$ cat src/source/cpu_pkg.sv
`default_nettype none

package cpu_pkg;

    typedef logic [31:0] word_t;       // Data or instruction word
    typedef logic [4:0]  reg_addr_t;   // Register index
    typedef logic [5:0]  mem_index_t;  // Word index into either memory
    typedef logic [3:0]  alu_op_t;

    localparam int MEM_WORDS = 64;

    // Major opcodes
    localparam logic [6:0] OPC_OP     = 7'b0110011;
    localparam logic [6:0] OPC_OP_IMM = 7'b0010011;
    localparam logic [6:0] OPC_LOAD   = 7'b0000011;
    localparam logic [6:0] OPC_STORE  = 7'b0100011;

    // funct3 values for OP and OP_IMM
    localparam logic [2:0] F3_ADD  = 3'b000;  // add, sub, addi
    localparam logic [2:0] F3_SLL  = 3'b001;
    localparam logic [2:0] F3_SLT  = 3'b010;
    localparam logic [2:0] F3_SLTU = 3'b011;
    localparam logic [2:0] F3_XOR  = 3'b100;
    localparam logic [2:0] F3_SRL  = 3'b101;  // srl, sra and immediate forms
    localparam logic [2:0] F3_OR   = 3'b110;
    localparam logic [2:0] F3_AND  = 3'b111;

    localparam alu_op_t ALU_ADD  = 4'd0;
    localparam alu_op_t ALU_SUB  = 4'd1;
    localparam alu_op_t ALU_SLL  = 4'd2;
    localparam alu_op_t ALU_SLT  = 4'd3;
    localparam alu_op_t ALU_SLTU = 4'd4;
    localparam alu_op_t ALU_XOR  = 4'd5;
    localparam alu_op_t ALU_SRL  = 4'd6;
    localparam alu_op_t ALU_SRA  = 4'd7;
    localparam alu_op_t ALU_OR   = 4'd8;
    localparam alu_op_t ALU_AND  = 4'd9;

    typedef enum logic {
        ST_LOAD,  // Program load over the handshake
        ST_RUN
    } fetch_state_t;

endpackage

`default_nettype wire
$ cat src/source/fetch_unit.sv
`timescale 1ns/1ps
`default_nettype none

module fetch_unit (
    input  wire                 CLK,
    input  wire                 RST,
    input  wire                 load_req,
    input  cpu_pkg::mem_index_t load_addr,
    input  cpu_pkg::word_t      load_data,
    output logic                load_ack,
    input  wire                 start,
    output logic                run,
    output cpu_pkg::word_t      pc,
    output cpu_pkg::word_t      inst
);

    cpu_pkg::word_t       imem [cpu_pkg::MEM_WORDS];
    cpu_pkg::fetch_state_t state;
    cpu_pkg::mem_index_t  fetch_idx;
    logic                 load_fire;

    // New request seen while idle in the load phase
    assign load_fire = (state == cpu_pkg::ST_LOAD) && load_req && !load_ack;

    always_ff @(posedge CLK) begin
        if (RST) begin
            state    <= cpu_pkg::ST_LOAD;
            load_ack <= 1'b0;
            pc       <= '0;
        end else begin
            case (state)
                cpu_pkg::ST_LOAD: begin
                    if (load_fire) begin
                        load_ack <= 1'b1;
                    end else if (!load_req) begin
                        load_ack <= 1'b0;  // Final phase of handshake
                    end
                    if (start) begin
                        state    <= cpu_pkg::ST_RUN;
                        load_ack <= 1'b0;
                        pc       <= '0;
                    end
                end
                cpu_pkg::ST_RUN: begin
                    pc <= pc + 32'd4;  // One instruction per cycle, no stall
                end
                default: state <= cpu_pkg::ST_LOAD;
            endcase
        end
    end

    always_ff @(posedge CLK) begin
        if (!RST && load_fire) begin
            imem[load_addr] <= load_data;
        end
    end

    assign fetch_idx = pc[7:2];  // Upper pc bits ignored, wraps at 64
    assign inst      = imem[fetch_idx];
    assign run       = (state == cpu_pkg::ST_RUN);

    // The ack only answers a request that was present at the previous edge
    a_ack_needs_req: assert property (@(posedge CLK) disable iff (RST)
        $rose(load_ack) |-> $past(load_req))
        else $error("load_ack rose without load_req");

endmodule

`default_nettype wire

$ cat config.mk
export PLATFORM = sky130hd
export DESIGN_NAME = fetch_unit
export DESIGN_NICKNAME = d
export VERILOG_FILES = /design/src/source/cpu_pkg.sv /design/src/source/fetch_unit.sv
export SDC_FILE = /design/constraint.sdc
export NUM_CORES = 2
export LEC_CHECK = 0
export BUFFER_PORTS_ARGS = -buffer_cell sky130_fd_sc_hd__clkbuf_2
export CAP_MARGIN = 20
export CELL_PAD_IN_SITES_DETAIL_PLACEMENT = 1
export CELL_PAD_IN_SITES_GLOBAL_PLACEMENT = 1
export CORE_UTILIZATION = 55
export CTS_CLUSTER_SIZE = 28
export DETAILED_ROUTE_END_ITERATION = 12
export PLACE_DENSITY_LB_ADDON = 0.1
export REMOVE_ABC_BUFFERS = 1
export SETUP_SLACK_MARGIN = 0.3
export SYNTH_ARGS = -nofsm -noshare
export SYNTH_HDL_FRONTEND = slang
export SYNTH_SLANG_ARGS = --single-unit
$ cat constraint.sdc
create_clock -name CLK -period 9.3 [get_ports CLK]
set_clock_uncertainty 0.2 [all_clocks]
set_input_delay 0 -clock CLK [delete_from_list [all_inputs] [get_ports CLK]]
set_output_delay 0 -clock CLK [all_outputs]
set_load 0.005 [all_outputs]
==> impl_metrics.ini <==
[worst_setup_path]
path_class = flip-flop to output port
r2r_start = run$_SDFF_PP0_
arrival_ns = 5.12
start_kind = flip-flop
cp.required_ns = 9.10
crit_path_max_fanout = 47
rrSetupSlack_ns = 5.19
cp-end-kind = output port

[layout]
final_cell_mix = edfxtp_1 (2,048), mux4_2 (495), clkbuf_16 (211)
final_common_cell = edfxtp_1
drive_gt1_share_pct = 27.93
synthToLayoutAreaGrowth_pct = 13.08
finalInstanceArea_mm2 = 0.09047
layout.nets = 3879
final_cell_count_no_fill = 5914

[synthesis]
synth_xor_xnor_area_share_pct = 0.06568
synth_top_family_by_area = multiplexers
synth_flop_cell = edfxtp_1
synth_edf_count = 2048
synthAdderAreaFrac_pct = 0.01564
syn_inst = 3543
synth-seq-cells = 2086
ys_seq_area_share_pct = 77.82
synth.distinct_cells = 60
synth.avg_cell_area_um2 = 22.58
async_reset_ff_share_pct = 0
syn-cell-area_mm2 = 0.08001
synth_simple_gate_area_share_pct = 1.703
yosysWarningCount = 0
yosys-mux-area-fraction_pct = 16.34
synth-compound-area-share_pct = 2.654

[cts]
h-tree-depth = 4
cts_buffers = 205
cts_tree = done
clock-sinks = 2086
clk-insertion-delay-late_ns = 0.82
clockBufferDepth = 3
clockRootBuffer = clkbuf_16
cts.reportedPaths.clkPinSlew_ns = 0.07

[min_path]
hold_path.class = input port to flip-flop
min-delay-start = load_data[2]

[outcome]
outcome = finished, violations left
violations = DRC

[floorplanning]
rows = 139
fp.dieH_um = 383.4
core-area_mm2 = 0.1440
die-area_mm2 = 0.1470
ios = 108
chipWidth_um = 383.4
initial_core_util_pct = 55.56

[grt]
grt_max_degree = 122
grt_use_total_pct = 29.63
grt_pass1_vias = 41080
grt_pass1_wl_mm = 302.5
grt-ovfl-total = 0
antenna_found_initial = 15

[place]
dpl.hpwl_mm = 114.1
dpl-instance-area_mm2 = 0.08331
dp_cells = 5474
gp_congestion = 0.8111
io_buffers = 105

[sta]
setup_viol = 0
tightest_slew_ns = 1.158
fin_crit_sh_pct = 57.25
rsz0062_at_grt = false
final_max_slew_viol_count = 0
max_freq_mhz = 187.8
fin_crit_ns = 5.324
slew_headroom_pct = 22.65
hold_violations = 0

[power_and_ir_drop]
ir_drop_mv = 0.2392
power.density_mw_per_mm2 = 209.7
p_leak_uw = 0.02722

[drt]
drt_wl_total_mm = 215.5
first_pass_iters = 9
drc = 20
first_iter_violations = 4931
vias_per_cell = 6.667
wl_per_cell_um = 36.43
final_antenna_net_count = 0
vias = 39430

[job]
cap_violations = 0
## cell families (layout without fill, tap and decap cells)
logic type      Yosys count  after routing
simple gates            274            274
mux                     684            684
other cells               1              3
fa+ha+maj                 1              1
flops                  2086           2086
compound gates          290            290
buf+inv                 201            667
xor+xnor                  6              6
## final timing paths
check	end	cells past startpoint
hold / removal	imem[46][2]$_DFFE_PP_	2
hold reg to reg	pc[31]$_SDFFE_PP0N_	2
setup reg to reg	imem[46][0]$_DFFE_PP_	4
setup / recovery	inst[18]	7
## metal layers
| layer | GRT usage, % | wire, µm | vias to the layer above |
|---|---|---|---|
| li1 | - | - | 15730 |
| met2 | 47.77 | 105600 | 1821 |
| met4 | 8.758 | 5595 | 20 |
| met5 | 0 | 131 | - |
| met3 | 5.199 | 17540 | 332 |
| met1 | 42.09 | 86570 | 21530 |
## state kept, by name, indices dropped and copies added, names as in the netlist, named ones only
register	flops
imem	2048
pc	30
load_ack	1
run	1
## critical path: stages, from the launching register on
cell	delay [ns]
dfxtp_4	0.93
buf_4	0.58
nand2b_1	0.72
o221ai_1	0.60
o21ai_0	0.18
a31o_1	0.24
a221oi_1	0.67
clkbuf_2	0.25
## synthesized netlist by cell type, drive strengths merged, types with 10 or more instances
cell       n  area [µm²]
edfxtp  2048       61500
mux4     495       11150
mux2i    160        1602
buf      143       900.9
nor2     100       375.4
clkbuf    55       206.5
a21oi     50       250.2
a22oi     48       360.4
nand2     43       161.4
dfxtp     38       760.7
a221oi    34       297.8
nor2b     32       200.2
mux2      29       326.6
a211oi    28       210.2
o221ai    27       236.5
a31oi     20       125.1
nand3     20       100.1
or3       20       125.1
o211ai    19       142.6
o22ai     17       106.4
a22o      13       113.9
a32o      12       120.1
nor3      10       50.05
## report_power, final
group          switching, µW  internal (µW)
logic                    397            263
clock network           3460           4500
registers               15.8          10300
total                   3880          15100
## cell type report
type                    count  area (µm²)
inverters                   3       11.26
diodes                      1       2.502
multi-input cells        1257       17130
flip-flops and latches   2086       62280
clock buffers             268        5494
repair buffers            283        2290
clock inverters           113       887.1
fillers                 11520       53530
well taps                1903        2381
## repair_timing
item	CTS	global route
buffers inserted	0	0
resized for setup	0	0
hold endpoints to repair	1095	862
hold buffers	26	15
## stage by stage
step | power (µW) | hold slack (ns) | setup WS, ns | util (%) | setup TNS (ns)
after global routing | 19420 | 0.03962 | 3.694 | 62.83 | 0
after floorplan | 11190 | -0.1309 | -13.71 | - | -372.61
after global placement | 11150 | 0.05071 | 4.774 | 57.85 | 0
after detailed placement | 11180 | 0.1067 | 4.693 | 57.86 | 0
final | 18980 | 0.03760 | 3.976 | 62.83 | 0
after CTS | 19060 | 0.03229 | 3.797 | 62.47 | 0
Power figures use the tool's default switching activity.
