### src/source/cpu_pkg.sv
`default_nettype none

package cpu_pkg;

    typedef logic [31:0] word_t;       // Data or instruction word
    typedef logic [4:0]  reg_addr_t;   // Register index
    typedef logic [5:0]  mem_index_t;  // Word index into either memory
    typedef logic [3:0]  alu_op_t;

    localparam int MEM_WORDS = 64;

    // Major opcodes
    localparam logic [6:0] OPC_OP     = 7'b0110011;
    localparam logic [6:0] OPC_OP_IMM = 7'b0010011;
    localparam logic [6:0] OPC_LOAD   = 7'b0000011;
    localparam logic [6:0] OPC_STORE  = 7'b0100011;

    // funct3 values for OP and OP_IMM
    localparam logic [2:0] F3_ADD  = 3'b000;  // add, sub, addi
    localparam logic [2:0] F3_SLL  = 3'b001;
    localparam logic [2:0] F3_SLT  = 3'b010;
    localparam logic [2:0] F3_SLTU = 3'b011;
    localparam logic [2:0] F3_XOR  = 3'b100;
    localparam logic [2:0] F3_SRL  = 3'b101;  // srl, sra and immediate forms
    localparam logic [2:0] F3_OR   = 3'b110;
    localparam logic [2:0] F3_AND  = 3'b111;

    localparam alu_op_t ALU_ADD  = 4'd0;
    localparam alu_op_t ALU_SUB  = 4'd1;
    localparam alu_op_t ALU_SLL  = 4'd2;
    localparam alu_op_t ALU_SLT  = 4'd3;
    localparam alu_op_t ALU_SLTU = 4'd4;
    localparam alu_op_t ALU_XOR  = 4'd5;
    localparam alu_op_t ALU_SRL  = 4'd6;
    localparam alu_op_t ALU_SRA  = 4'd7;
    localparam alu_op_t ALU_OR   = 4'd8;
    localparam alu_op_t ALU_AND  = 4'd9;

    typedef enum logic {
        ST_LOAD,  // Program load over the handshake
        ST_RUN
    } fetch_state_t;

endpackage

`default_nettype wire
### src/source/reg_port_if.sv
`timescale 1ns/1ps
`default_nettype none

interface reg_port_if;

    cpu_pkg::reg_addr_t rs1;
    cpu_pkg::reg_addr_t rs2;
    cpu_pkg::reg_addr_t rd;
    cpu_pkg::word_t     wdata;
    logic               we;      // Commits at the rising edge
    cpu_pkg::word_t     rdata1;  // Combinational read of rs1
    cpu_pkg::word_t     rdata2;

    modport dec (
        output rs1, rs2, rd, wdata, we,
        input  rdata1, rdata2
    );

    modport rf (
        input  rs1, rs2, rd, wdata, we,
        output rdata1, rdata2
    );

endinterface

`default_nettype wire

### src/source/reg_file.sv
`timescale 1ns/1ps
`default_nettype none

module reg_file (
    input wire     CLK,
    input wire     RST,
    reg_port_if.rf rf
);

    cpu_pkg::word_t regs [32];

    always_ff @(posedge CLK) begin
        if (RST) begin
            for (int i = 0; i < 32; i++) begin
                regs[i] <= '0;
            end
        end else if (rf.we && (rf.rd != '0)) begin
            regs[rf.rd] <= rf.wdata;  // x0 writes dropped
        end
    end

    // x0 reads zero since regs[0] is cleared by reset and never written
    assign rf.rdata1 = regs[rf.rs1];
    assign rf.rdata2 = regs[rf.rs2];

    a_x0_zero: assert property (@(posedge CLK) disable iff (RST)
        (rf.rs1 == '0) |-> (rf.rdata1 == '0))
        else $error("x0 read returned nonzero");

endmodule

`default_nettype wire

### src/flat_wrapper.sv
// flat-port wrapper written by rule: the top's interface ports become plain ports
module reg_file_flat 
  (CLK, RST, rf_rs1, rf_rs2, rf_rd, rf_wdata, rf_we, rf_rdata1, rf_rdata2);
  reg_port_if rf_i ();
  input wire CLK;
  input wire RST;
  input wire logic [$bits(rf_i.rs1)-1:0] rf_rs1;
  input wire logic [$bits(rf_i.rs2)-1:0] rf_rs2;
  input wire logic [$bits(rf_i.rd)-1:0] rf_rd;
  input wire logic [$bits(rf_i.wdata)-1:0] rf_wdata;
  input wire logic [$bits(rf_i.we)-1:0] rf_we;
  output wire logic [$bits(rf_i.rdata1)-1:0] rf_rdata1;
  output wire logic [$bits(rf_i.rdata2)-1:0] rf_rdata2;
  assign rf_i.rs1 = rf_rs1;
  assign rf_i.rs2 = rf_rs2;
  assign rf_i.rd = rf_rd;
  assign rf_i.wdata = rf_wdata;
  assign rf_i.we = rf_we;
  assign rf_rdata1 = rf_i.rdata1;
  assign rf_rdata2 = rf_i.rdata2;
  reg_file u_core (.CLK(CLK), .RST(RST), .rf(rf_i));
endmodule
### config.mk
export PLATFORM = sky130hd
export DESIGN_NAME = reg_file_flat
export DESIGN_NICKNAME = d
export VERILOG_FILES = /design/src/source/cpu_pkg.sv /design/src/source/reg_port_if.sv /design/src/source/reg_file.sv /design/src/flat_wrapper.sv
export SDC_FILE = /design/constraint.sdc
export NUM_CORES = 2
export LEC_CHECK = 0
export ABC_CLOCK_PERIOD_IN_PS = 1880
export BUFFER_PORTS_ARGS = -buffer_cell sky130_fd_sc_hd__buf_4
export CORE_UTILIZATION = 50
export DETAILED_ROUTE_END_ITERATION = 8
export PLACE_DENSITY = 0.62
export SYNTH_ARGS = -nofsm -noshare
export SYNTH_HDL_FRONTEND = slang
export SYNTH_SLANG_ARGS = --single-unit
export TNS_END_PERCENT = 100
### constraint.sdc
create_clock -name CLK -period 1.88 [get_ports CLK]
set_clock_uncertainty 0.1 [all_clocks]
set_input_delay 0 -clock CLK [delete_from_list [all_inputs] [get_ports CLK]]
set_output_delay 0 -clock CLK [all_outputs]
set_load 0.05 [all_outputs]
==> flow_metrics.env <==
export IMPL_run_status="finished, violations left"
export IMPL_violations="setup timing"
export IMPL_crit_type="flop to primary output"
export IMPL_fin_util_pct=61.70
export IMPL_layout_common_cells="edfxtp_1, mux2i_1, and2_1"
export IMPL_setup_viol=64
export IMPL_io_pin_count=114
export IMPL_synth_seq_cells=1024
export IMPL_detail_route_first_pass_iterations=5
export IMPL_n_fill_cell=8671
export IMPL_hold_class="primary input to flop"
export IMPL_cp_start_kind="flop"
export IMPL_synth_ff_type="edfxtp_1"
export IMPL_worst_slack_ns=-0.4641
export IMPL_finalHoldViolations=0
export IMPL_synthCells=4605
export IMPL_antenna_found_initial=6
export IMPL_fin_crit_sh_pct=124.7
export IMPL_start_util_pct=50.45
export IMPL_drc=0
export IMPL_largest_reg_flops=1024
export IMPL_top_regs="u_core.regs (1024)"
export IMPL_drv_cap=0
export IMPL_worstPathArrival_ns=2.24
export IMPL_hold_depth=6
export IMPL_stdcell_count=6465
export IMPL_async_flop_share_pct=0
export IMPL_grt_first_pass_wirelength_mm=271.8
export IMPL_h_tree_depth=3
export IMPL_grt_max_degree=51
export IMPL_cts_tree="yes"
export IMPL_syn_area_sq_um=55910
export IMPL_dp_cells=6266
export IMPL_detail_route_wl_per_cell_um=29.46
export IMPL_leakagePower_nw=26.99
export IMPL_power_mw=58.20
export IMPL_fin_crit_ns=2.344
export IMPL_coreArea_sq_um=110800
export IMPL_dp_hpwl_mm=120.8
export IMPL_avgSynthCellArea_sq_um=12.14
export IMPL_num_vias=40060
export IMPL_vdd_drop_max_uv=707.5
export IMPL_cts_buffers=113
export IMPL_dp_slack_ns=-0.2908
export IMPL_path_max_fanout=2
export IMPL_fp_dieW_um=336.4
export IMPL_final_common_cell="edfxtp_1"
export IMPL_nNetsFinal=4928
export IMPL_regMostFlops="u_core.regs"
export IMPL_root_buffer="clkbuf_16"
export IMPL_grt_ovfl_total=0
export IMPL_fmax_ghz=0.4266
export IMPL_synth_edf_count=1024
export IMPL_worstHoldStart="rf_rd[0]"
export IMPL_holdWs_ns=0.1318
export IMPL_cts_buffer_depth=3
export IMPL_ant_nets=0
export IMPL_yosysSeqAreaShare_pct=55.00
export IMPL_clk_pin_slew_ns=0.06
export IMPL_p_per_area_nw_per_um2=851.1
export IMPL_drtIter0Drc=4380
export IMPL_cp_end_kind="primary output"
export IMPL_tightest_slew_ns=0.7445
export IMPL_dieArea_sq_um=113200
export IMPL_area_growth_pct=22.29
export IMPL_io_buffers=113
export IMPL_clock_sinks=1024
export IMPL_required_ns=1.78
export IMPL_die_h_um=336.4
export IMPL_min_to="u_core.regs[1][27]"
export IMPL_fp_row_count=122
export IMPL_ys_types=29
export IMPL_yosysWarnings=0
export IMPL_grt_pass1_vias=39070
export IMPL_layout_drive_gt1_share_pct=19.32
export IMPL_grtUsageTotal_pct=33.32
export IMPL_place_gp_congestion=0.9079
export IMPL_slew_headroom_pct=50.36
export IMPL_rsz0062_at_grt="yes"
export IMPL_wl_mm=190.5
export IMPL_vias_per_cell=6.196
export IMPL_slew_violations=0
-- power breakdown --
group          switching, mW  leakage [nW]  internal [mW]  total, mW
Combinational           5.76          15.5           3.74       9.51
Sequential             0.678          9.75           26.4       27.1
Clock                   9.34          1.73           12.3       21.6
Total                   15.8          27.0           42.4       58.2
-- worst max-delay path: stages, from the launching register on --
cell and delay, ns:
edfxtp_1 0.40, buf_6 0.14, mux2i_4 0.14, a22o_1 0.16, nor3_2 0.07, a31oi_1 0.18
buf_4 0.18, nand3_4 0.09, buf_8 0.17
-- logic make-up after synthesis --
| kind of cell | share of synthesized area, % |
|---|---|
| and+or+nand+nor | 15.74 |
| muxes | 18.33 |
| DFF | 55.00 |
| AOI/OAI and AO/OA | 7.018 |
| buffers and inverters | 3.903 |
| other | 0.006707 |
-- Yosys cell counts (6+ instances only) --
| cell type | n | share of area (%) |
|---|---|---|
| edfxtp_1 | 1024 | 55 |
| mux2i_1 | 1024 | 18 |
| and2_1 | 994 | 11 |
| clkbuf_1 | 209 | 1.4 |
| nand2_1 | 196 | 1.3 |
| nand3_1 | 193 | 1.7 |
| a21oi_1 | 192 | 1.7 |
| a22oi_1 | 192 | 2.6 |
| a22o_1 | 128 | 2.0 |
| buf_2 | 128 | 1.1 |
| a31oi_1 | 64 | 0.72 |
| nor3_1 | 64 | 0.57 |
| buf_4 | 63 | 0.85 |
| or2_2 | 33 | 0.37 |
| buf_1 | 19 | 0.13 |
| nor2_1 | 16 | 0.11 |
| nor2_2 | 12 | 0.13 |
| clkbuf_2 | 11 | 0.098 |
| buf_6 | 10 | 0.20 |
| nor2_4 | 7 | 0.14 |
| clkbuf_4 | 6 | 0.081 |
-- repair_timing --
| item | CTS | global route |
|---|---|---|
| resized for setup | 420 | 29 |
| endpoints found under the hold margin | 1024 | 0 |
| hold buffers | 33 | 0 |
| pin swaps | 132 | 72 |
| gates cloned | 0 | 0 |
| setup buffers | 2 | 0 |
| setup endpoints to repair | 64 | 64 |
-- how the worst max path moves through the flow --
stage,startpoint,endpoint,slack [ns],depth (start not counted)
after floorplan,RST,u_core.regs[12][0],0.17,5
after global placement,rf_rs1[1],rf_rdata1[0],-0.27,11
after detailed placement,rf_rs2[1],rf_rdata2[7],-0.29,10
after CTS,u_core.regs[2][27],rf_rdata1[27],-0.51,8
after global routing,u_core.regs[2][27],rf_rdata1[27],-0.55,8
final,u_core.regs[2][27],rf_rdata1[27],-0.46,8
-- cell type report --
| class | count | area [sq um] | area share [%] |
|---|---|---|---|
| antenna | 8 | 20.02 | 0.02928 |
| clock inverter | 69 | 551.8 | 0.8070 |
| tap | 1488 | 1862 | 2.723 |
| sequential | 1024 | 30750 | 44.97 |
| timing repair buffer | 573 | 6983 | 10.21 |
| clock buffer | 137 | 2982 | 4.361 |
| multi-input combinational | 3166 | 25230 | 36.89 |
-- through the flow --
step	instance area, sq um	TNS (ns)
after CTS	68240	-25.04
final	68370	-23.96
after detailed placement	62380	-5.187
after floorplan	56030	0
after global routing	68360	-27.70
after global placement	62380	-4.746
-- metal layers --
metal | up-vias | global-route usage [%] | share of wire, %
li1 | 17420 | - | -
met1 | 20290 | 47.40 | 42
met2 | 1985 | 52.10 | 46
met3 | 369 | 5.375 | 9.5
met4 | 0 | 10.62 | 3.0
met5 | - | 0 | 0
Power figures use the tool's default switching activity.
