## src/source/cpu_pkg.sv

```systemverilog
`default_nettype none

package cpu_pkg;

    typedef logic [31:0] word_t;       // Data or instruction word
    typedef logic [4:0]  reg_addr_t;   // Register index
    typedef logic [5:0]  mem_index_t;  // Word index into either memory
    typedef logic [3:0]  alu_op_t;

    localparam int MEM_WORDS = 64;

    // Major opcodes
    localparam logic [6:0] OPC_OP     = 7'b0110011;
    localparam logic [6:0] OPC_OP_IMM = 7'b0010011;
    localparam logic [6:0] OPC_LOAD   = 7'b0000011;
    localparam logic [6:0] OPC_STORE  = 7'b0100011;

    // funct3 values for OP and OP_IMM
    localparam logic [2:0] F3_ADD  = 3'b000;  // add, sub, addi
    localparam logic [2:0] F3_SLL  = 3'b001;
    localparam logic [2:0] F3_SLT  = 3'b010;
    localparam logic [2:0] F3_SLTU = 3'b011;
    localparam logic [2:0] F3_XOR  = 3'b100;
    localparam logic [2:0] F3_SRL  = 3'b101;  // srl, sra and immediate forms
    localparam logic [2:0] F3_OR   = 3'b110;
    localparam logic [2:0] F3_AND  = 3'b111;

    localparam alu_op_t ALU_ADD  = 4'd0;
    localparam alu_op_t ALU_SUB  = 4'd1;
    localparam alu_op_t ALU_SLL  = 4'd2;
    localparam alu_op_t ALU_SLT  = 4'd3;
    localparam alu_op_t ALU_SLTU = 4'd4;
    localparam alu_op_t ALU_XOR  = 4'd5;
    localparam alu_op_t ALU_SRL  = 4'd6;
    localparam alu_op_t ALU_SRA  = 4'd7;
    localparam alu_op_t ALU_OR   = 4'd8;
    localparam alu_op_t ALU_AND  = 4'd9;

    typedef enum logic {
        ST_LOAD,  // Program load over the handshake
        ST_RUN
    } fetch_state_t;

endpackage

`default_nettype wire
```

## src/source/reg_port_if.sv

```systemverilog
`timescale 1ns/1ps
`default_nettype none

interface reg_port_if;

    cpu_pkg::reg_addr_t rs1;
    cpu_pkg::reg_addr_t rs2;
    cpu_pkg::reg_addr_t rd;
    cpu_pkg::word_t     wdata;
    logic               we;      // Commits at the rising edge
    cpu_pkg::word_t     rdata1;  // Combinational read of rs1
    cpu_pkg::word_t     rdata2;

    modport dec (
        output rs1, rs2, rd, wdata, we,
        input  rdata1, rdata2
    );

    modport rf (
        input  rs1, rs2, rd, wdata, we,
        output rdata1, rdata2
    );

endinterface

`default_nettype wire

```

## src/source/inst_decoder.sv

```systemverilog
`timescale 1ns/1ps
`default_nettype none

module inst_decoder (
    input  wire                run,
    input  cpu_pkg::word_t     inst,
    reg_port_if.dec            rf,
    output cpu_pkg::alu_op_t   alu_op,
    output cpu_pkg::word_t     alu_a,
    output cpu_pkg::word_t     alu_b,
    input  cpu_pkg::word_t     alu_y,
    output cpu_pkg::word_t     mem_addr,
    output cpu_pkg::word_t     mem_wdata,
    output logic               mem_we,
    input  cpu_pkg::word_t     mem_rdata,
    output logic               retire_we,
    output cpu_pkg::reg_addr_t retire_rd,
    output cpu_pkg::word_t     retire_data
);

    logic [6:0]     opcode;
    logic [2:0]     funct3;
    logic           is_op, is_op_imm, is_load, is_store;
    cpu_pkg::word_t imm_i, imm_s;

    assign opcode = inst[6:0];
    assign funct3 = inst[14:12];

    assign is_op     = (opcode == cpu_pkg::OPC_OP);
    assign is_op_imm = (opcode == cpu_pkg::OPC_OP_IMM);
    assign is_load   = (opcode == cpu_pkg::OPC_LOAD);
    assign is_store  = (opcode == cpu_pkg::OPC_STORE);

    assign imm_i = {{20{inst[31]}}, inst[31:20]};
    assign imm_s = {{20{inst[31]}}, inst[31:25], inst[11:7]};

    assign rf.rs1 = inst[19:15];
    assign rf.rs2 = inst[24:20];
    assign rf.rd  = inst[11:7];

    always_comb begin
        alu_op = cpu_pkg::ALU_ADD;  // Loads and stores add the offset
        if (is_op || is_op_imm) begin
            case (funct3)
                cpu_pkg::F3_ADD:  alu_op = (is_op && inst[30]) ? cpu_pkg::ALU_SUB : cpu_pkg::ALU_ADD;
                cpu_pkg::F3_SLL:  alu_op = cpu_pkg::ALU_SLL;
                cpu_pkg::F3_SLT:  alu_op = cpu_pkg::ALU_SLT;
                cpu_pkg::F3_SLTU: alu_op = cpu_pkg::ALU_SLTU;
                cpu_pkg::F3_XOR:  alu_op = cpu_pkg::ALU_XOR;
                cpu_pkg::F3_SRL:  alu_op = inst[30] ? cpu_pkg::ALU_SRA : cpu_pkg::ALU_SRL;
                cpu_pkg::F3_OR:   alu_op = cpu_pkg::ALU_OR;
                cpu_pkg::F3_AND:  alu_op = cpu_pkg::ALU_AND;
                default:          alu_op = cpu_pkg::ALU_ADD;
            endcase
        end
    end

    assign alu_a = rf.rdata1;
    assign alu_b = is_op ? rf.rdata2 : (is_store ? imm_s : imm_i);  // shamt sits in imm low bits

    assign mem_addr  = alu_y;  // Effective address rs1 + imm
    assign mem_wdata = rf.rdata2;
    assign mem_we    = run && is_store;

    // Unknown opcodes fall through with both enables low
    assign rf.we    = run && (is_op || is_op_imm || is_load) && (rf.rd != '0);
    assign rf.wdata = is_load ? mem_rdata : alu_y;

    assign retire_we   = rf.we;
    assign retire_rd   = rf.rd;
    assign retire_data = mem_we ? mem_wdata : rf.wdata;

endmodule

`default_nettype wire

```

## src/flat_wrapper.sv

```systemverilog
// flat-port wrapper written by rule: the top's interface ports become plain ports
module inst_decoder_flat 
  (run, inst, alu_op, alu_a, alu_b, alu_y, mem_addr, mem_wdata, mem_we, mem_rdata, retire_we, retire_rd, retire_data, rf_rs1, rf_rs2, rf_rd, rf_wdata, rf_we, rf_rdata1, rf_rdata2);
  reg_port_if rf_i ();
  input  wire run;
  input  cpu_pkg::word_t inst;
  output cpu_pkg::alu_op_t alu_op;
  output cpu_pkg::word_t alu_a;
  output cpu_pkg::word_t alu_b;
  input  cpu_pkg::word_t alu_y;
  output cpu_pkg::word_t mem_addr;
  output cpu_pkg::word_t mem_wdata;
  output logic mem_we;
  input  cpu_pkg::word_t mem_rdata;
  output logic retire_we;
  output cpu_pkg::reg_addr_t retire_rd;
  output cpu_pkg::word_t retire_data;
  output wire logic [$bits(rf_i.rs1)-1:0] rf_rs1;
  output wire logic [$bits(rf_i.rs2)-1:0] rf_rs2;
  output wire logic [$bits(rf_i.rd)-1:0] rf_rd;
  output wire logic [$bits(rf_i.wdata)-1:0] rf_wdata;
  output wire logic [$bits(rf_i.we)-1:0] rf_we;
  input wire logic [$bits(rf_i.rdata1)-1:0] rf_rdata1;
  input wire logic [$bits(rf_i.rdata2)-1:0] rf_rdata2;
  assign rf_rs1 = rf_i.rs1;
  assign rf_rs2 = rf_i.rs2;
  assign rf_rd = rf_i.rd;
  assign rf_wdata = rf_i.wdata;
  assign rf_we = rf_i.we;
  assign rf_i.rdata1 = rf_rdata1;
  assign rf_i.rdata2 = rf_rdata2;
  inst_decoder u_core (.run(run), .inst(inst), .rf(rf_i), .alu_op(alu_op), .alu_a(alu_a), .alu_b(alu_b), .alu_y(alu_y), .mem_addr(mem_addr), .mem_wdata(mem_wdata), .mem_we(mem_we), .mem_rdata(mem_rdata), .retire_we(retire_we), .retire_rd(retire_rd), .retire_data(retire_data));
endmodule
```

## config.mk

```make
export PLATFORM = sky130hd
export DESIGN_NAME = inst_decoder_flat
export DESIGN_NICKNAME = d
export VERILOG_FILES = /design/src/source/cpu_pkg.sv /design/src/source/reg_port_if.sv /design/src/source/inst_decoder.sv /design/src/flat_wrapper.sv
export SDC_FILE = /design/constraint.sdc
export NUM_CORES = 1
export LEC_CHECK = 0
export ABC_CLOCK_PERIOD_IN_PS = 2880
export BUFFER_PORTS_ARGS = -buffer_cell sky130_fd_sc_hd__buf_2
export CAP_MARGIN = 20
export CORE_AREA = 2 2 149 151
export DETAILED_ROUTE_END_ITERATION = 16
export DIE_AREA = 0 0 151 153
export GPL_TIMING_DRIVEN = 0
export PLACE_DENSITY = 0.36
export SYNTH_ARGS = -nofsm -noshare
export SYNTH_HDL_FRONTEND = slang
export SYNTH_SLANG_ARGS = --single-unit
export TNS_END_PERCENT = 100
```

## constraint.sdc

```tcl
create_clock -name vclk -period 2.88
set_input_delay 0.288 -clock vclk [all_inputs]
set_output_delay 0.288 -clock vclk [all_outputs]
set_load 0.005 [all_outputs]
```

==> results of run 1 <==
==> power by group through the flow <==
stage               clock network [mW]  logic [mW]  registers [mW]
floorplan                            0       0.274               0
global placement                     0       0.598               0
detailed placement                   0       0.594               0
CTS                                  0       0.596               0
global route                         0       0.639               0
finish                               0       0.583               0
==> worst max-delay path, cell delays in order <==
cell and delay [ps]:
buf_2 120, nor3b_4 450, nand4_1 430, clkbuf_1 430
o221a_2 380, buf_2 130
==> cell type report <==
cell class,count,area [µm²],area share [%]
buffer,139,996.0,21.23
inverter,2,7.507,0.1600
multi-input combinational,164,1625,34.65
tap,280,350.3,7.469
timing repair buffer,342,1712,36.49
==> path summary, 6_finish.rpt <==
| check | from | end | slack, ps | cells past startpoint |
|---|---|---|---|---|
| max | inst[3] | retire_data[16] | 360 | 6 |
| min | rf_rdata1[3] | alu_a[3] | 740 | 2 |
==> cells in the final DEF, fill, tap and decap left out, types with 2 or more instances in the layout <==
| cell | n |
|---|---|
| a21o_1 | 21 |
| a21oi_1 | 4 |
| and3_1 | 2 |
| buf_2 | 346 |
| buf_4 | 119 |
| buf_6 | 3 |
| clkbuf_1 | 13 |
| inv_1 | 2 |
| mux2_2 | 19 |
| mux2_4 | 29 |
| nand2b_1 | 2 |
| nand3b_1 | 32 |
| nor2_1 | 4 |
| nor2b_1 | 2 |
| nor3b_1 | 2 |
| o221a_1 | 2 |
| o221a_2 | 30 |
==> metrics by stage <==
stage / hold slack, ps / utilization [%] / power [mW]
2_1_floorplan: 649.7 / - / 0.2739
3_3_place_gp: 742.7 / 21.83 / 0.5977
4_1_cts: 742.3 / 21.83 / 0.5963
3_5_place_dp: 742.4 / 21.83 / 0.5937
6_report: 741.0 / 21.83 / 0.5834
5_1_grt: 744.8 / 21.83 / 0.6387
==> metal layers <==
metal,global-route usage [%],up-vias,wire length (µm)
met5,0,-,0
li1,-,1688,-
met3,1.134,0,1192
met1,13.56,1561,5720
met4,0,0,0
met2,23.07,226,7773
==> kinds of logic (layout without fill, tap and decap cells) <==
family                 after synthesis  in the layout  share of synthesized area (%)
AOI/OAI and AO/OA                   61             61                          21.47
buffers and inverters              141            483                          38.17
muxes                               48             48                          24.70
and+or+nand+nor                     55             55                          15.66
==> results.md, run 1 <==
- Status: finished clean
- Synth cell types: 32
- First-pass GRT wire length: around 20000 µm
- Max FO, Critical Path: 10
- Synth area leader: buf_4
- Vias in the first global route: between 3000 and 4000
- # diodes: 0
- Synth top area share: about a third
- # fillers: 2447
- I/O Pins: between 300 and 400
- Register area share after synthesis: 0%
- Total of max-cap violations: 0
- Final slew viol count: 0
- Hold Vio Cnt, Final: 0
- Row Count: 54
- Count leader, synth: buf_4
- Ys Warns: 0
- Worst hold path type: input pin to output port
- Top achievable clock speed: between 0.3 and 0.4 GHz
- Worst EP arrival: between 2000 and 2500 ps
- Synthesized area per cell: around 8.6 µm²
- DRC violations left: 0
- Antenna Nets Post-Route: 0
- Nets@finish: around 800
- Area after DPL: around 4700 µm²
- Finished layout cell area: 4691 µm²
- Pint: approximately 0.35 mW
- Area Overhead vs Synth: 78.44%
- Postcts setup bufs: 0
- Lkg Pwr: ~2.7 nW
- First DRT Iteration DRCs: 99
- Logic pwr share: between 90% and 100%
- Core area: between 20000 and 25000 µm²
- Initial Util: roughly an eighth
- Worst ir drop on vdd: between 0.04 and 0.05 mV
- RSZ-0062 raised after global routing: no
- Initial antenna violation count: 0
- Die Ht: between 150 and 200 µm
- Largest cells by area after synthesis: buf_4 (34%), mux2_4 (17%), o221a_2 (13%)
- Fin Setup TNS: 0 ps
- Critical Path RT: roughly 2600 ps
- Rel. slew slack: approximately 54%
- Layout Cells excl Fill: just over 900
- Switching power total: ~0.23 mW
- Drt wl/cell: ~16 µm
- Net count after synthesis: approximately 470
- Worst setup path class: input pin to output port
- Worst Setup Start Kind: input pin
- RePlAce Congestion: between 0.6 and 0.7
- Pwr dens: approximately 120 nW/µm²
- Placed Cells: around 930
- Top post-synthesis cells by count: buf_4 (119), nand3b_1 (32), o221a_2 (30)
- # hold bufs at CTS: 0
- Post-Syn Instances: approximately 300
- Slew @ Worst Pin: ~690 ps
- Final setup vio count: 0
- 1st-pass router iterations: 4
- Clock buffer count: 0
- Final period util: between 80% and 90%
- Seq cells: 0
- Via count: ~3500
- Gr usage total: 11.44%
- Clk pwr share: 0%
- Final HPWL DP: between 10000 and 15000 µm
- Final WS setup: about 360 ps
- Routed WL: 14690 µm
- Port Buffers: roughly 340
- Reg power frac: 0%
- Net Sw Frac: 39.79%
- Share of cells above drive strength 1: ~85%
- Place WS: ~180 ps
- Min Tclk post-route: roughly 2500 ps
- Gr ovfl total: 0
- Post-synthesis cell area: 2629 µm²
- CP endpoint kind: output port
- Register area: 0 µm²
- Die width: roughly 150 µm
- Number of vias per cell: ~3.7
- Die area: 23100 µm²
- Largest net degree at the start of global routing: 11
- Post-CTS resize count: 0
No activity file was read; power rests on OpenSTA's default activity.
==> run 2, diff against run 1 <==
Settings changed: MAX_ROUTING_LAYER set to met4.
==> run 2 against run 1 <==
  * Total power hardly changed
  * Setup slack improved by 10 ps
  * Non-clock buffer count unchanged
  * Largest power group unchanged
  * Largest cell class unchanged
  * Die area unchanged
  * Fmax increased by 0.40%
  * Highest routed layer unchanged
  * Utilization unchanged
  * Clock-buffer cell count did not move
  * Sequential share of layout area stayed put
==> results.md, run 2 (same netlist as run 1, synthesis figures left out) <==
- Die Ht: 153 µm (unchanged)
- Final HPWL DP: 12670 µm (unchanged)
- Critical Path RT: 2590 ps (about the same)
- Area Overhead vs Synth: 78.44% (unchanged)
- Hold wc startpoint: rf_rdata1[3]
- # fillers: 2447 (unchanged)
- Final slew viol count: 0 (unchanged)
- Gr ovfl total: 0 (unchanged)
- Overall Power: 0.5832 mW (about the same)
- Critical path's slowest cell: nor3b_4
- Row Count: 54 (unchanged)
- # diodes: 0 (unchanged)
- Routed WL: 14680 µm (about the same)
- Most frequent cell on the critical path: buf_2
- Top achievable clock speed: 0.3983 GHz (+0.40%)
- Max stage delay on crit path: 450 ps (about the same)
- Pwr dens: 124.3 nW/µm² (about the same)
- Worst hold path type: input pin to output port
- Max FO, Critical Path: 10 (unchanged)
- Finished layout cell area: 4691 µm² (unchanged)
- Lkg Pwr: 2.698 nW (unchanged)
- I/O Pins: 380 (unchanged)
- Worst ir drop on vdd: 0.04730 mV (+0.59%)
- Initial Util: 12.24% (unchanged)
- Register area: 0 µm² (unchanged)
- Layout Cells excl Fill: 927 (unchanged)
- Seq cells: 0 (unchanged)
- # hold bufs at CTS: 0 (unchanged)
- RePlAce Congestion: 0.6961 (+1.1%)
- Clock buffer count: 0 (unchanged)
- Die area: 23100 µm² (unchanged)
- Rel. slew slack: 53.44% (-0.39 points)
- 1st-pass router iterations: 4 (unchanged)
- Fin Setup TNS: 0 ps (unchanged)
- Die width: 151 µm (unchanged)
- Share of cells above drive strength 1: 85.16% (unchanged)
- Antenna Nets Post-Route: 0 (unchanged)
- Hold Vio Cnt, Final: 0 (unchanged)
- Worst Setup Start Kind: input pin
- Core area: 21490 µm² (unchanged)
- Final period util: 87.18% (-0.35 points)
- Number of vias per cell: 3.736 (-0.35%)
- RSZ-0062 raised after global routing: no
- Drt wl/cell: 15.83 µm (about the same)
- Worst setup path class: input pin to output port
- First DRT Iteration DRCs: 94 (-5.1%)
- Slew @ Worst Pin: 697.7 ps (+5.795 ps)
- Via count: 3463 (-0.35%)
- DRC violations left: 0 (unchanged)
- Crit path cell chain: buf_2 > nor3b_4 > nand4_1 > clkbuf_1 > o221a_2 > buf_2
- Initial antenna violation count: 0 (unchanged)
- Nets@finish: 810 (unchanged)
- Status: finished clean
- Worst EP arrival: 2220 ps (about the same)
- Worst setup path startpoint: inst[3]
- Total of max-cap violations: 0 (unchanged)
- Vias in the first global route: 3320 (+0.27%)
- Post-CTS resize count: 0 (unchanged)
- Commonest non-fill, non-tap cell in the layout: buf_2
- Gr usage total: 11.79% (+0.35 points)
- Placed Cells: 927 (unchanged)
- Largest net degree at the start of global routing: 11 (unchanged)
- Min Tclk post-route: 2511 ps (-10.08 ps)
- Area after DPL: 4691 µm² (unchanged)
- Postcts setup bufs: 0 (unchanged)
- Commonest cells after routing, fill and taps aside: buf_2 (346), buf_4 (119), nand3b_1 (32)
- Final setup vio count: 0 (unchanged)
- CP endpoint kind: output port
- Port Buffers: 342 (unchanged)
- First-pass GRT wire length: 20410 µm (about the same)
run 2: cell counts in the layout (fill, tap and decap cells not counted):
No cell type changed its count.
run 2: cell type report:
cell class                      count  area [µm²]  share of cell area (%)
Timing Repair Buffer              342        1712                   36.49
Multi-Input combinational cell    164        1625                   34.65
Buffer                            139       996.0                   21.23
Tap cell                          280       350.3                   7.469
Inverter                            2       7.507                  0.1600
run 2: worst paths after layout:
path               to  slack, ps  cells after the start
max   retire_data[16]        370                      6
min          alu_a[3]        740                      2
run 2: layer usage:
layer  track usage [%]  share of wire [%]
met1             13.74                 39
met2             23.10                 53
met3            0.8657                8.1
met4                 0                  0
met5                 -                  0
run 2: power breakdown:
group | leakage, nW | total (mW) | switching [mW] | internal (mW)
registers | 0 | 0 | 0 | 0
logic | 2.70 | 0.583 | 0.232 | 0.351
clock network | 0 | 0 | 0 | 0
total | 2.70 | 0.583 | 0.232 | 0.351
run 2: worst max-delay path, delay by kind of cell:
kind,cells,cell delay (ps)
compound gates,1,380
buf+inv,3,680
simple gates,2,880
run 2: through the flow:
step	worst slack (ps)	hold WS (ps)	util [%]
5_1_grt	128.6	744.8	21.83
2_1_floorplan	1079	649.7	-
6_report	369.1	741.0	21.83
3_5_place_dp	182.1	742.4	21.83
4_1_cts	184.2	742.3	21.83
3_3_place_gp	225.5	742.7	21.83
