### src/source/cpu_pkg.sv
`default_nettype none

package cpu_pkg;

    typedef logic [31:0] word_t;       // Data or instruction word
    typedef logic [4:0]  reg_addr_t;   // Register index
    typedef logic [5:0]  mem_index_t;  // Word index into either memory
    typedef logic [3:0]  alu_op_t;

    localparam int MEM_WORDS = 64;

    // Major opcodes
    localparam logic [6:0] OPC_OP     = 7'b0110011;
    localparam logic [6:0] OPC_OP_IMM = 7'b0010011;
    localparam logic [6:0] OPC_LOAD   = 7'b0000011;
    localparam logic [6:0] OPC_STORE  = 7'b0100011;

    // funct3 values for OP and OP_IMM
    localparam logic [2:0] F3_ADD  = 3'b000;  // add, sub, addi
    localparam logic [2:0] F3_SLL  = 3'b001;
    localparam logic [2:0] F3_SLT  = 3'b010;
    localparam logic [2:0] F3_SLTU = 3'b011;
    localparam logic [2:0] F3_XOR  = 3'b100;
    localparam logic [2:0] F3_SRL  = 3'b101;  // srl, sra and immediate forms
    localparam logic [2:0] F3_OR   = 3'b110;
    localparam logic [2:0] F3_AND  = 3'b111;

    localparam alu_op_t ALU_ADD  = 4'd0;
    localparam alu_op_t ALU_SUB  = 4'd1;
    localparam alu_op_t ALU_SLL  = 4'd2;
    localparam alu_op_t ALU_SLT  = 4'd3;
    localparam alu_op_t ALU_SLTU = 4'd4;
    localparam alu_op_t ALU_XOR  = 4'd5;
    localparam alu_op_t ALU_SRL  = 4'd6;
    localparam alu_op_t ALU_SRA  = 4'd7;
    localparam alu_op_t ALU_OR   = 4'd8;
    localparam alu_op_t ALU_AND  = 4'd9;

    typedef enum logic {
        ST_LOAD,  // Program load over the handshake
        ST_RUN
    } fetch_state_t;

endpackage

`default_nettype wire
### src/source/alu.sv
`timescale 1ns/1ps
`default_nettype none

module alu (
    input  cpu_pkg::alu_op_t op,
    input  cpu_pkg::word_t   a,
    input  cpu_pkg::word_t   b,
    output cpu_pkg::word_t   y
);

    logic [4:0] shamt;

    assign shamt = b[4:0];  // Only low 5 bits shift

    always_comb begin
        case (op)
            cpu_pkg::ALU_ADD:  y = a + b;
            cpu_pkg::ALU_SUB:  y = a - b;
            cpu_pkg::ALU_SLL:  y = a << shamt;
            cpu_pkg::ALU_SLT:  y = {31'd0, $signed(a) < $signed(b)};
            cpu_pkg::ALU_SLTU: y = {31'd0, a < b};
            cpu_pkg::ALU_XOR:  y = a ^ b;
            cpu_pkg::ALU_SRL:  y = a >> shamt;
            cpu_pkg::ALU_SRA:  y = $signed(a) >>> shamt;  // Sign bit fills
            cpu_pkg::ALU_OR:   y = a | b;
            cpu_pkg::ALU_AND:  y = a & b;
            default:           y = a + b;
        endcase
    end

endmodule

`default_nettype wire

### config.mk
export PLATFORM = sky130hd
export DESIGN_NAME = alu
export DESIGN_NICKNAME = d
export VERILOG_FILES = /design/src/source/cpu_pkg.sv /design/src/source/alu.sv
export SDC_FILE = /design/constraint.sdc
export NUM_CORES = 1
export LEC_CHECK = 0
export ABC_AREA = 0
export BUFFER_PORTS_ARGS = -buffer_cell sky130_fd_sc_hd__buf_2
export CAP_MARGIN = 20
export CORE_MARGIN = 4
export CORE_UTILIZATION = 40
export DETAILED_ROUTE_END_ITERATION = 8
export MAX_ROUTING_LAYER = met4
export PLACE_DENSITY_LB_ADDON = 0.12
export SLEW_MARGIN = 25
export SYNTH_ARGS = -nofsm -noshare
export SYNTH_HDL_FRONTEND = slang
export SYNTH_SLANG_ARGS = --single-unit
### constraint.sdc
create_clock -name vclk -period 7.19
set_input_delay 1.0785 -clock vclk [all_inputs]
set_output_delay 1.0785 -clock vclk [all_outputs]
set_load 0.01 [all_outputs]
==> results.txt, run 1 <==
IO Port Bufs = 100
top cell type's share of synthesized area = 13.6%
pre-CTS setup slack = 1.26 ns
top-count cell post-synth = a21oi_1
Arr. time, crit path = 4.93 ns
Reg area = 0 um2
shortest period the worst path allows = 6.01 ns
Hold Buf Count CTS = 0
HP Start = b[9]
Top Layer Used = met4
Tot Pwr = 814 uW
CP Class = in2out
Synth area leaders = ha_1 (14%), mux4_2 (7.6%), a21oi_1 (7.2%), mux2i_1 (7.0%), o21ai_0 (5.6%)
Vias = 10710
area grow syn2layout = 5.52%
TritonRoute pass-1 iters = 5
Synth Net Count = 1475
DR WL/cell = 26.1 um
Mapped Cells = 1308
Starting Density = 40.9%
nature of the critical path startpoint = input port
Setup TNS = 0 ns
# setup viols final = 0
Worst slew margin = 31.8%
Critical Path RT = 6.11 ns
RSZ-0062 raised after global routing = no
first-pass GRT wire length = 62.9 mm
# DRC = 0
period utilization = 83.6%
ANT cells = 0
synthesized cell area = 8950 um2
CP endpoint kind = output port
Synth cell types = 88
vias in the first global route = 9934
GPL Wtd Cong = 1.04
total track usage = 33.3%
placed cell area = 9440 um2
Worst setup startpoint = b[1]
Cell Rows = 54
Max Cap Violations = 0
final slew viol count = 0
Synth top cells by count = a21oi_1 (128), nand2_1 (118), nor2_1 (116)
crit path to = y[28]
Final Cell Area = 9440 um2
Layout Nets = 1486
Met1 Wirelength = 17.9 mm
worst setup margin = 1.18 ns
cell taking the most area after synthesis = ha_1
largest net degree at the start of global routing = 71
via/cell ratio = 6.71
WL met3 = 3.24 mm
hold_ws = 2.74 ns
die area = 24800 um2
# resized after CTS = 0
Routed Antenna Nets = 0
Seq/Total Area, Yosys = 0%
Worst-Margin Slew = 1.02 ns
Overflow after GRT = 0
width of the die = 158 um
chip height = 158 um
HP Class = in2out
pwr/cell area = 86.2 nW/um2
fraction of layout instances using a drive strength above 1 = 15.6%
Setup Buffers After CTS = 0
Initial DRC Count = 1012
FFs & Latches = 0
final WL = 41.6 mm
mean post-synth cell area = 6.84 um2
Core Box Area = 21900 um2
Yosys Warn Count = 0
I/O Pins = 100
Final Hold Viols = 0
leak pwr = 0.00415 uW
peak supply drop = 65.0 uV
placed wire-length estimate = 32.6 mm
met2 routed WL = 18.7 mm
clkbuf count = 0
crit path max fanout = 31
status = finished clean
Highest Clock Rate = 0.166 GHz
initial antenna violation count = 0
-- final cells by class --
type / instances / area (um2)
inverter: 103 / 387
multi-input combinational: 1096 / 8070
tap: 280 / 350
fill: 2417 / 12400
timing repair buffer: 118 / 638
-- worst max-delay path, cell delays in order --
cell	delay [ns]
buf_4	0.38
inv_1	0.25
fa_1	0.47
and2b_1	0.24
o2111ai_2	0.17
a2111oi_0	0.75
o311ai_1	0.23
nand2_1	0.21
a221oi_1	0.10
o21bai_1	0.28
a211oi_1	0.12
o32ai_1	0.41
buf_2	0.22
-- worst min path at each step --
stage	end	slack, ns	cells past startpoint
after detailed placement	y[0]	2.73	5
after global placement	y[9]	2.74	5
after floorplan	y[16]	2.42	3
final	y[9]	2.74	5
after CTS	y[9]	2.74	5
after global routing	y[9]	2.80	5
-- placed cells by master (no fill, tap or decap), types with 16 or more instances in the layout --
master,n
mux4_2,30
a22oi_1,24
a211oi_1,27
nor3_1,29
mux2_2,32
buf_2,99
a31oi_1,16
inv_1,100
mux2i_1,63
o211ai_1,40
ha_1,97
a21oi_1,128
nand2_1,118
a21o_1,23
nand3_1,19
nor2_1,115
buf_4,19
o21ai_0,100
-- routing by layer --
layer	vias to the layer above	global-route usage, %
li1	4901	-
met1	5137	45.4
met2	577	52.4
met3	95	2.60
met4	0	11.0
met5	-	-
-- report_power, final --
group | switching, uW | internal [uW] | total, uW | leakage, uW
sequential | 0 | 0 | 0 | 0
combinational | 521 | 293 | 814 | 0.00415
clock | 0 | 0 | 0 | 0
total | 521 | 293 | 814 | 0.00415
-- per-stage QoR --
step / instances / utilization, %
floorplan: 1308 / -
global route: 1597 / 43.1
finish: 1597 / 43.1
detailed placement: 1597 / 43.1
CTS: 1597 / 43.1
global placement: 1597 / 43.1
-- kinds of logic (layout without fill, tap and decap cells) --
family,after synthesis,count (layout),synth area share (%)
xor+xnor,7,7,0.685
fa+ha+maj,99,99,14.0
buf+inv,212,221,10.0
compound gates,501,501,37.2
mux,128,128,19.5
simple gates,361,361,18.6
Note: power is estimated with default switching activity, not from simulation.
==> run 2, diff against run 1 <==
--- a/config.mk
+++ b/config.mk
@@ -5,7 +5,7 @@
 export SDC_FILE = /design/constraint.sdc
 export NUM_CORES = 1
 export LEC_CHECK = 0
-export ABC_AREA = 0
+export ABC_AREA = 1
 export BUFFER_PORTS_ARGS = -buffer_cell sky130_fd_sc_hd__buf_2
 export CAP_MARGIN = 20
 export CORE_MARGIN = 4
==> constraint.sdc (replaced) <==
create_clock -name vclk -period 5.7
set_input_delay 0.855 -clock vclk [all_inputs]
set_output_delay 0.855 -clock vclk [all_outputs]
set_load 0.01 [all_outputs]
==> results.txt, run 2 <==
Core Box Area = 24300 um2 (+11%)
chip height = 165 um (+4.8%)
Seq/Total Area, Yosys = 0% (unchanged)
pwr/cell area = 101 nW/um2 (+17%)
IO Port Bufs = 100 (unchanged)
Starting Density = 40.6% (-0.29 points)
Layout Cells excl Fill = 2374 (+49%)
I/O Pins = 100 (unchanged)
Highest Clock Rate = 0.221 GHz
Max Cap Violations = 0 (unchanged)
Layout Nets = 2219 (+49%)
die area = 27300 um2 (+9.8%)
clkbuf count = 0 (unchanged)
Cell Rows = 57 (+5.6%)
# resized after CTS = 0 (unchanged)
via/cell ratio = 5.84 (-13%)
top cell type's share of synthesized area = 24.5% (+11 points)
Final Hold Viols = 0 (unchanged)
width of the die = 165 um (+4.8%)
# DRC = 0 (unchanged)
total track usage = 36.3% (+3.0 points)
vias in the first global route = 12487 (+26%)
Synth Net Count = 2197 (+49%)
Synth cell types = 40 (-55%)
cell taking the most area after synthesis = nand2_1
first-pass GRT wire length = 73.7 mm (+17%)
crit path max fanout = 35 (+13%)
shortest period the worst path allows = 4.52 ns
Overflow after GRT = 0 (unchanged)
nature of the critical path startpoint = input port
GPL Wtd Cong = 1.03 (-1.4%)
Routed Antenna Nets = 0 (unchanged)
fraction of layout instances using a drive strength above 1 = 6.73% (-8.8 points)
Mapped Cells = 2030 (+55%)
CP Class = in2out
peak supply drop = 72.5 uV (+12%)
synthesized cell area = 9870 um2 (+10%)
RSZ-0062 raised after global routing = no
Hold Buf Count CTS = 0 (unchanged)
Worst slew margin = 42.4% (+11 points)
most frequent cells in the layout = nand2_1 (643), nand3_1 (398), inv_1 (275), nor2_1 (172), buf_2 (100)
Reg area = 0 um2 (unchanged)
Synth area leaders = nand2_1 (24%), nand3_1 (20%), ha_1 (12%), inv_1 (10%), nor2_1 (6.5%)
Setup TNS = 0 ns (unchanged)
Yosys Warn Count = 0 (unchanged)
Arr. time, crit path = 3.67 ns (-1.26 ns)
final WL = 50.2 mm (+20%)
mean post-synth cell area = 4.86 um2 (-29%)
status = finished clean
fill count = 2969 (+23%)
# setup viols final = 0 (unchanged)
initial antenna violation count = 0 (unchanged)
period utilization = 79.4%
top-count cell post-synth = nand2_1
HP Class = in2out
dpl cells = 2374 (+49%)
final slew viol count = 0 (unchanged)
largest net degree at the start of global routing = 80 (+13%)
FFs & Latches = 0 (unchanged)
leak pwr = 0.00591 uW (+43%)
Synth top cells by count = nand2_1 (644), nand3_1 (398), inv_1 (276)
Critical Path RT = 4.85 ns (-1.26 ns)
DR WL/cell = 21.1 um (-19%)
ANT cells = 0 (unchanged)
placed wire-length estimate = 41.1 mm (+26%)
Setup Buffers After CTS = 0 (unchanged)
Worst-Margin Slew = 0.860 ns (-0.161 ns)
Vias = 13875 (+30%)
most common cell after layout, fill and taps aside = nand2_1
Initial DRC Count = 1706 (+69%)
TritonRoute pass-1 iters = 6 (+1)
CP endpoint kind = output port
area grow syn2layout = 5.50% (about the same)
run 2: cell count changes after synthesis, moves of 30 or more:
cell | before | now
nor2_1 | 116 | 172
mux4_2 | 30 | 0
a21oi_1 | 128 | 82
mux2_2 | 32 | 0
mux2i_1 | 63 | 0
inv_1 | 100 | 276
nand2_1 | 118 | 644
clkbuf_1 | 57 | 20
nand3_1 | 19 | 398
nand4_1 | 4 | 34
run 2: worst max-delay path: stages:
cell and delay [ns]:
buf_2 0.58, ha_1 0.33, inv_1 0.08, fa_1 0.41, o21bai_1 0.48, nand2_1 0.16, nand3_1 0.12, nand2_1 0.12
nand2_1 0.09, nand2_1 0.05, nand2_1 0.06, nand2_1 0.05, nand3_1 0.13, buf_2 0.14
run 2: cells by family after synthesis:
family          Yosys count  share of synthesized area (%)
xor+xnor                 10                          0.887
buf+inv                 377                           15.5
fa+ha+maj                99                           12.7
simple gates           1303                           56.9
compound gates          241                           14.1
run 2: final timing paths:
path  startpoint  endpoint  slack (ns)  cells past startpoint
min        op[0]      y[0]        2.26                      5
max         b[0]     y[28]        1.18                     14
run 2: routing by layer:
layer  global-route usage, %  share of wire (%)
met1                    50.2                 43
met4                    8.62                3.1
met5                       -                  0
met2                    58.6                 45
met3                    1.56                8.2
run 2: cell type report:
type / instances / area, um2 / area share, %
repair buffers: 111 / 583 / 5.60
multi-input cells: 1653 / 8350 / 80.2
well taps: 324 / 405 / 3.89
inverters: 286 / 1080 / 10.4
run 2: report_power, final:
group / internal [uW] / switching (uW)
Clock: 0 / 0
Combinational: 303 / 751
Sequential: 0 / 0
Total: 303 / 751
run 2: stage by stage:
stage	power, uW	util [%]	instance area [um2]	hold slack, ns	worst slack [ns]
3_3_place_gp	1020	42.8	10400	2.25	1.32
6_report	1050	42.8	10400	2.26	1.18
3_5_place_dp	1020	42.8	10400	2.27	1.28
5_1_grt	1150	42.8	10400	2.31	1.04
2_1_floorplan	679	-	9870	1.98	1.88
4_1_cts	1030	42.8	10400	2.27	1.28
==> run 3, diff against run 2 <==
==> constraint.sdc (replaced) <==
create_clock -name vclk -period 4.4
set_input_delay 0.66 -clock vclk [all_inputs]
set_output_delay 0.66 -clock vclk [all_outputs]
set_load 0.01 [all_outputs]
==> results.txt, run 3 (synthesis gave the netlist of run 2 again) <==
Routed Antenna Nets = 0 (unchanged)
# setup viols final = 0 (unchanged)
Hold Path Stages = 5 (unchanged)
Reg area = 0 um2 (unchanged)
Cell Rows = 57 (unchanged)
final slew viol count = 0 (unchanged)
IO Port Bufs = 100 (unchanged)
initial antenna violation count = 1 (+1)
clkbuf count = 0 (unchanged)
final WL = 51.5 mm (+2.8%)
critical-path cell list = buf_2 > inv_1 > ha_1 > fa_1 > inv_1 > nand2_1 > o21ai_0 > nand2_1 > nand3_1 > nand2_1 > nand2_1 > nand2_1 > nand3_1 > nand4_1 > buf_2
RSZ-0062 raised after global routing = no
I/O Pins = 100 (unchanged)
HP Class = in2out
# resized after CTS = 0 (unchanged)
Highest Clock Rate = 0.240 GHz
CP Depth = 15 (+1)
Slowest-stage cell, CP = o21ai_0
period utilization = 94.8%
# DRC = 0 (unchanged)
most frequent cells in the layout = nand2_1 (644), nand3_1 (398), inv_1 (275), nor2_1 (172), buf_2 (100)
CP endpoint kind = output port
GPL Wtd Cong = 1.13 (+10%)
crit-path most repeated cell = nand2_1
most common cell after layout, fill and taps aside = nand2_1
Critical Path RT = 3.74 ns (-1.11 ns)
Arr. time, crit path = 3.51 ns (-0.16 ns)
cell family with most CP delay = simple AND/OR/NAND/NOR gates
Worst-Margin Slew = 0.754 ns (-0.106 ns)
Initial DRC Count = 1810 (+6.1%)
first-pass GRT wire length = 75.0 mm (+1.8%)
Worst slew margin = 49.7% (+7.3 points)
CP Class = in2out
Vias = 13823 (-0.37%)
Worst setup startpoint = a[0]
hold_ws = 1.88 ns (-0.379 ns)
Hold Buf Count CTS = 0 (unchanged)
Max Cap Violations = 0 (unchanged)
via/cell ratio = 5.78 (-1.2%)
Setup Buffers After CTS = 0 (unchanged)
crit path max fanout = 5 (-86%)
Setup TNS = 0 ns (unchanged)
Core Box Area = 24300 um2 (unchanged)
Overflow after GRT = 0 (unchanged)
area grow syn2layout = 7.12%
vias in the first global route = 12465 (-0.18%)
nature of the critical path startpoint = input port
Starting Density = 40.6% (unchanged)
fraction of layout instances using a drive strength above 1 = 7.50% (+0.76 points)
total track usage = 37.3% (+0.99 points)
HP Start = op[0]
CP peak stage delay = 0.55 ns (-0.03 ns)
Critical path buffers and inverters = 4 (+1)
shortest period the worst path allows = 4.17 ns
width of the die = 165 um (unchanged)
die area = 27300 um2 (unchanged)
placed wire-length estimate = 42.9 mm (+4.4%)
TritonRoute pass-1 iters = 6 (unchanged)
Final Hold Viols = 0 (unchanged)
chip height = 165 um (unchanged)
Worst Hold Path EP = y[0]
Layout Nets = 2237 (+0.81%)
largest net degree at the start of global routing = 69 (-14%)
FFs & Latches = 0 (unchanged)
DR WL/cell = 21.5 um (+1.9%)
status = finished clean
## run 3: changes by cell type in the layout (fill, tap and decap cells not counted)
cell / previous run / this run
buf_12: 0 / 2
buf_4: 11 / 27
diode_2: 0 / 1
nand2_1: 643 / 644
nand2_2: 4 / 3
## run 3: through the flow
stage                     setup WS [ns]  instance area [um2]  utilization [%]  std cells
after global placement            0.288                10600             43.5       2392
after global routing              0.206                10600             43.5       2393
after floorplan                   0.974                 9870                -       2030
after detailed placement          0.356                10600             43.5       2392
after CTS                         0.351                10600             43.5       2392
final                             0.227                10600             43.5       2393
## run 3: final cells by class
type               instances  area, um2
diodes                     1       2.50
fillers                 2920      13700
inverters                286       1080
multi-input cells       1653       8350
well taps                324        405
repair buffers           129        743
## run 3: layer usage
| layer | global-route usage (%) | wire length [um] | share of wire (%) | vias to the layer above |
|---|---|---|---|---|
| li1 | - | - | - | 6690 |
| met1 | 50.3 | 21800 | 42 | 6341 |
| met2 | 59.3 | 23100 | 45 | 704 |
| met3 | 4.39 | 5000 | 9.7 | 88 |
| met4 | 9.64 | 1640 | 3.2 | 0 |
| met5 | - | 0 | 0 | - |
## run 3: how the worst max path moves through the flow
stage	endpoint	slack, ns
2_1_floorplan	y[0]	0.97
6_report	y[20]	0.23
3_3_place_gp	y[20]	0.29
4_1_cts	y[20]	0.35
3_5_place_dp	y[20]	0.36
5_1_grt	y[20]	0.21
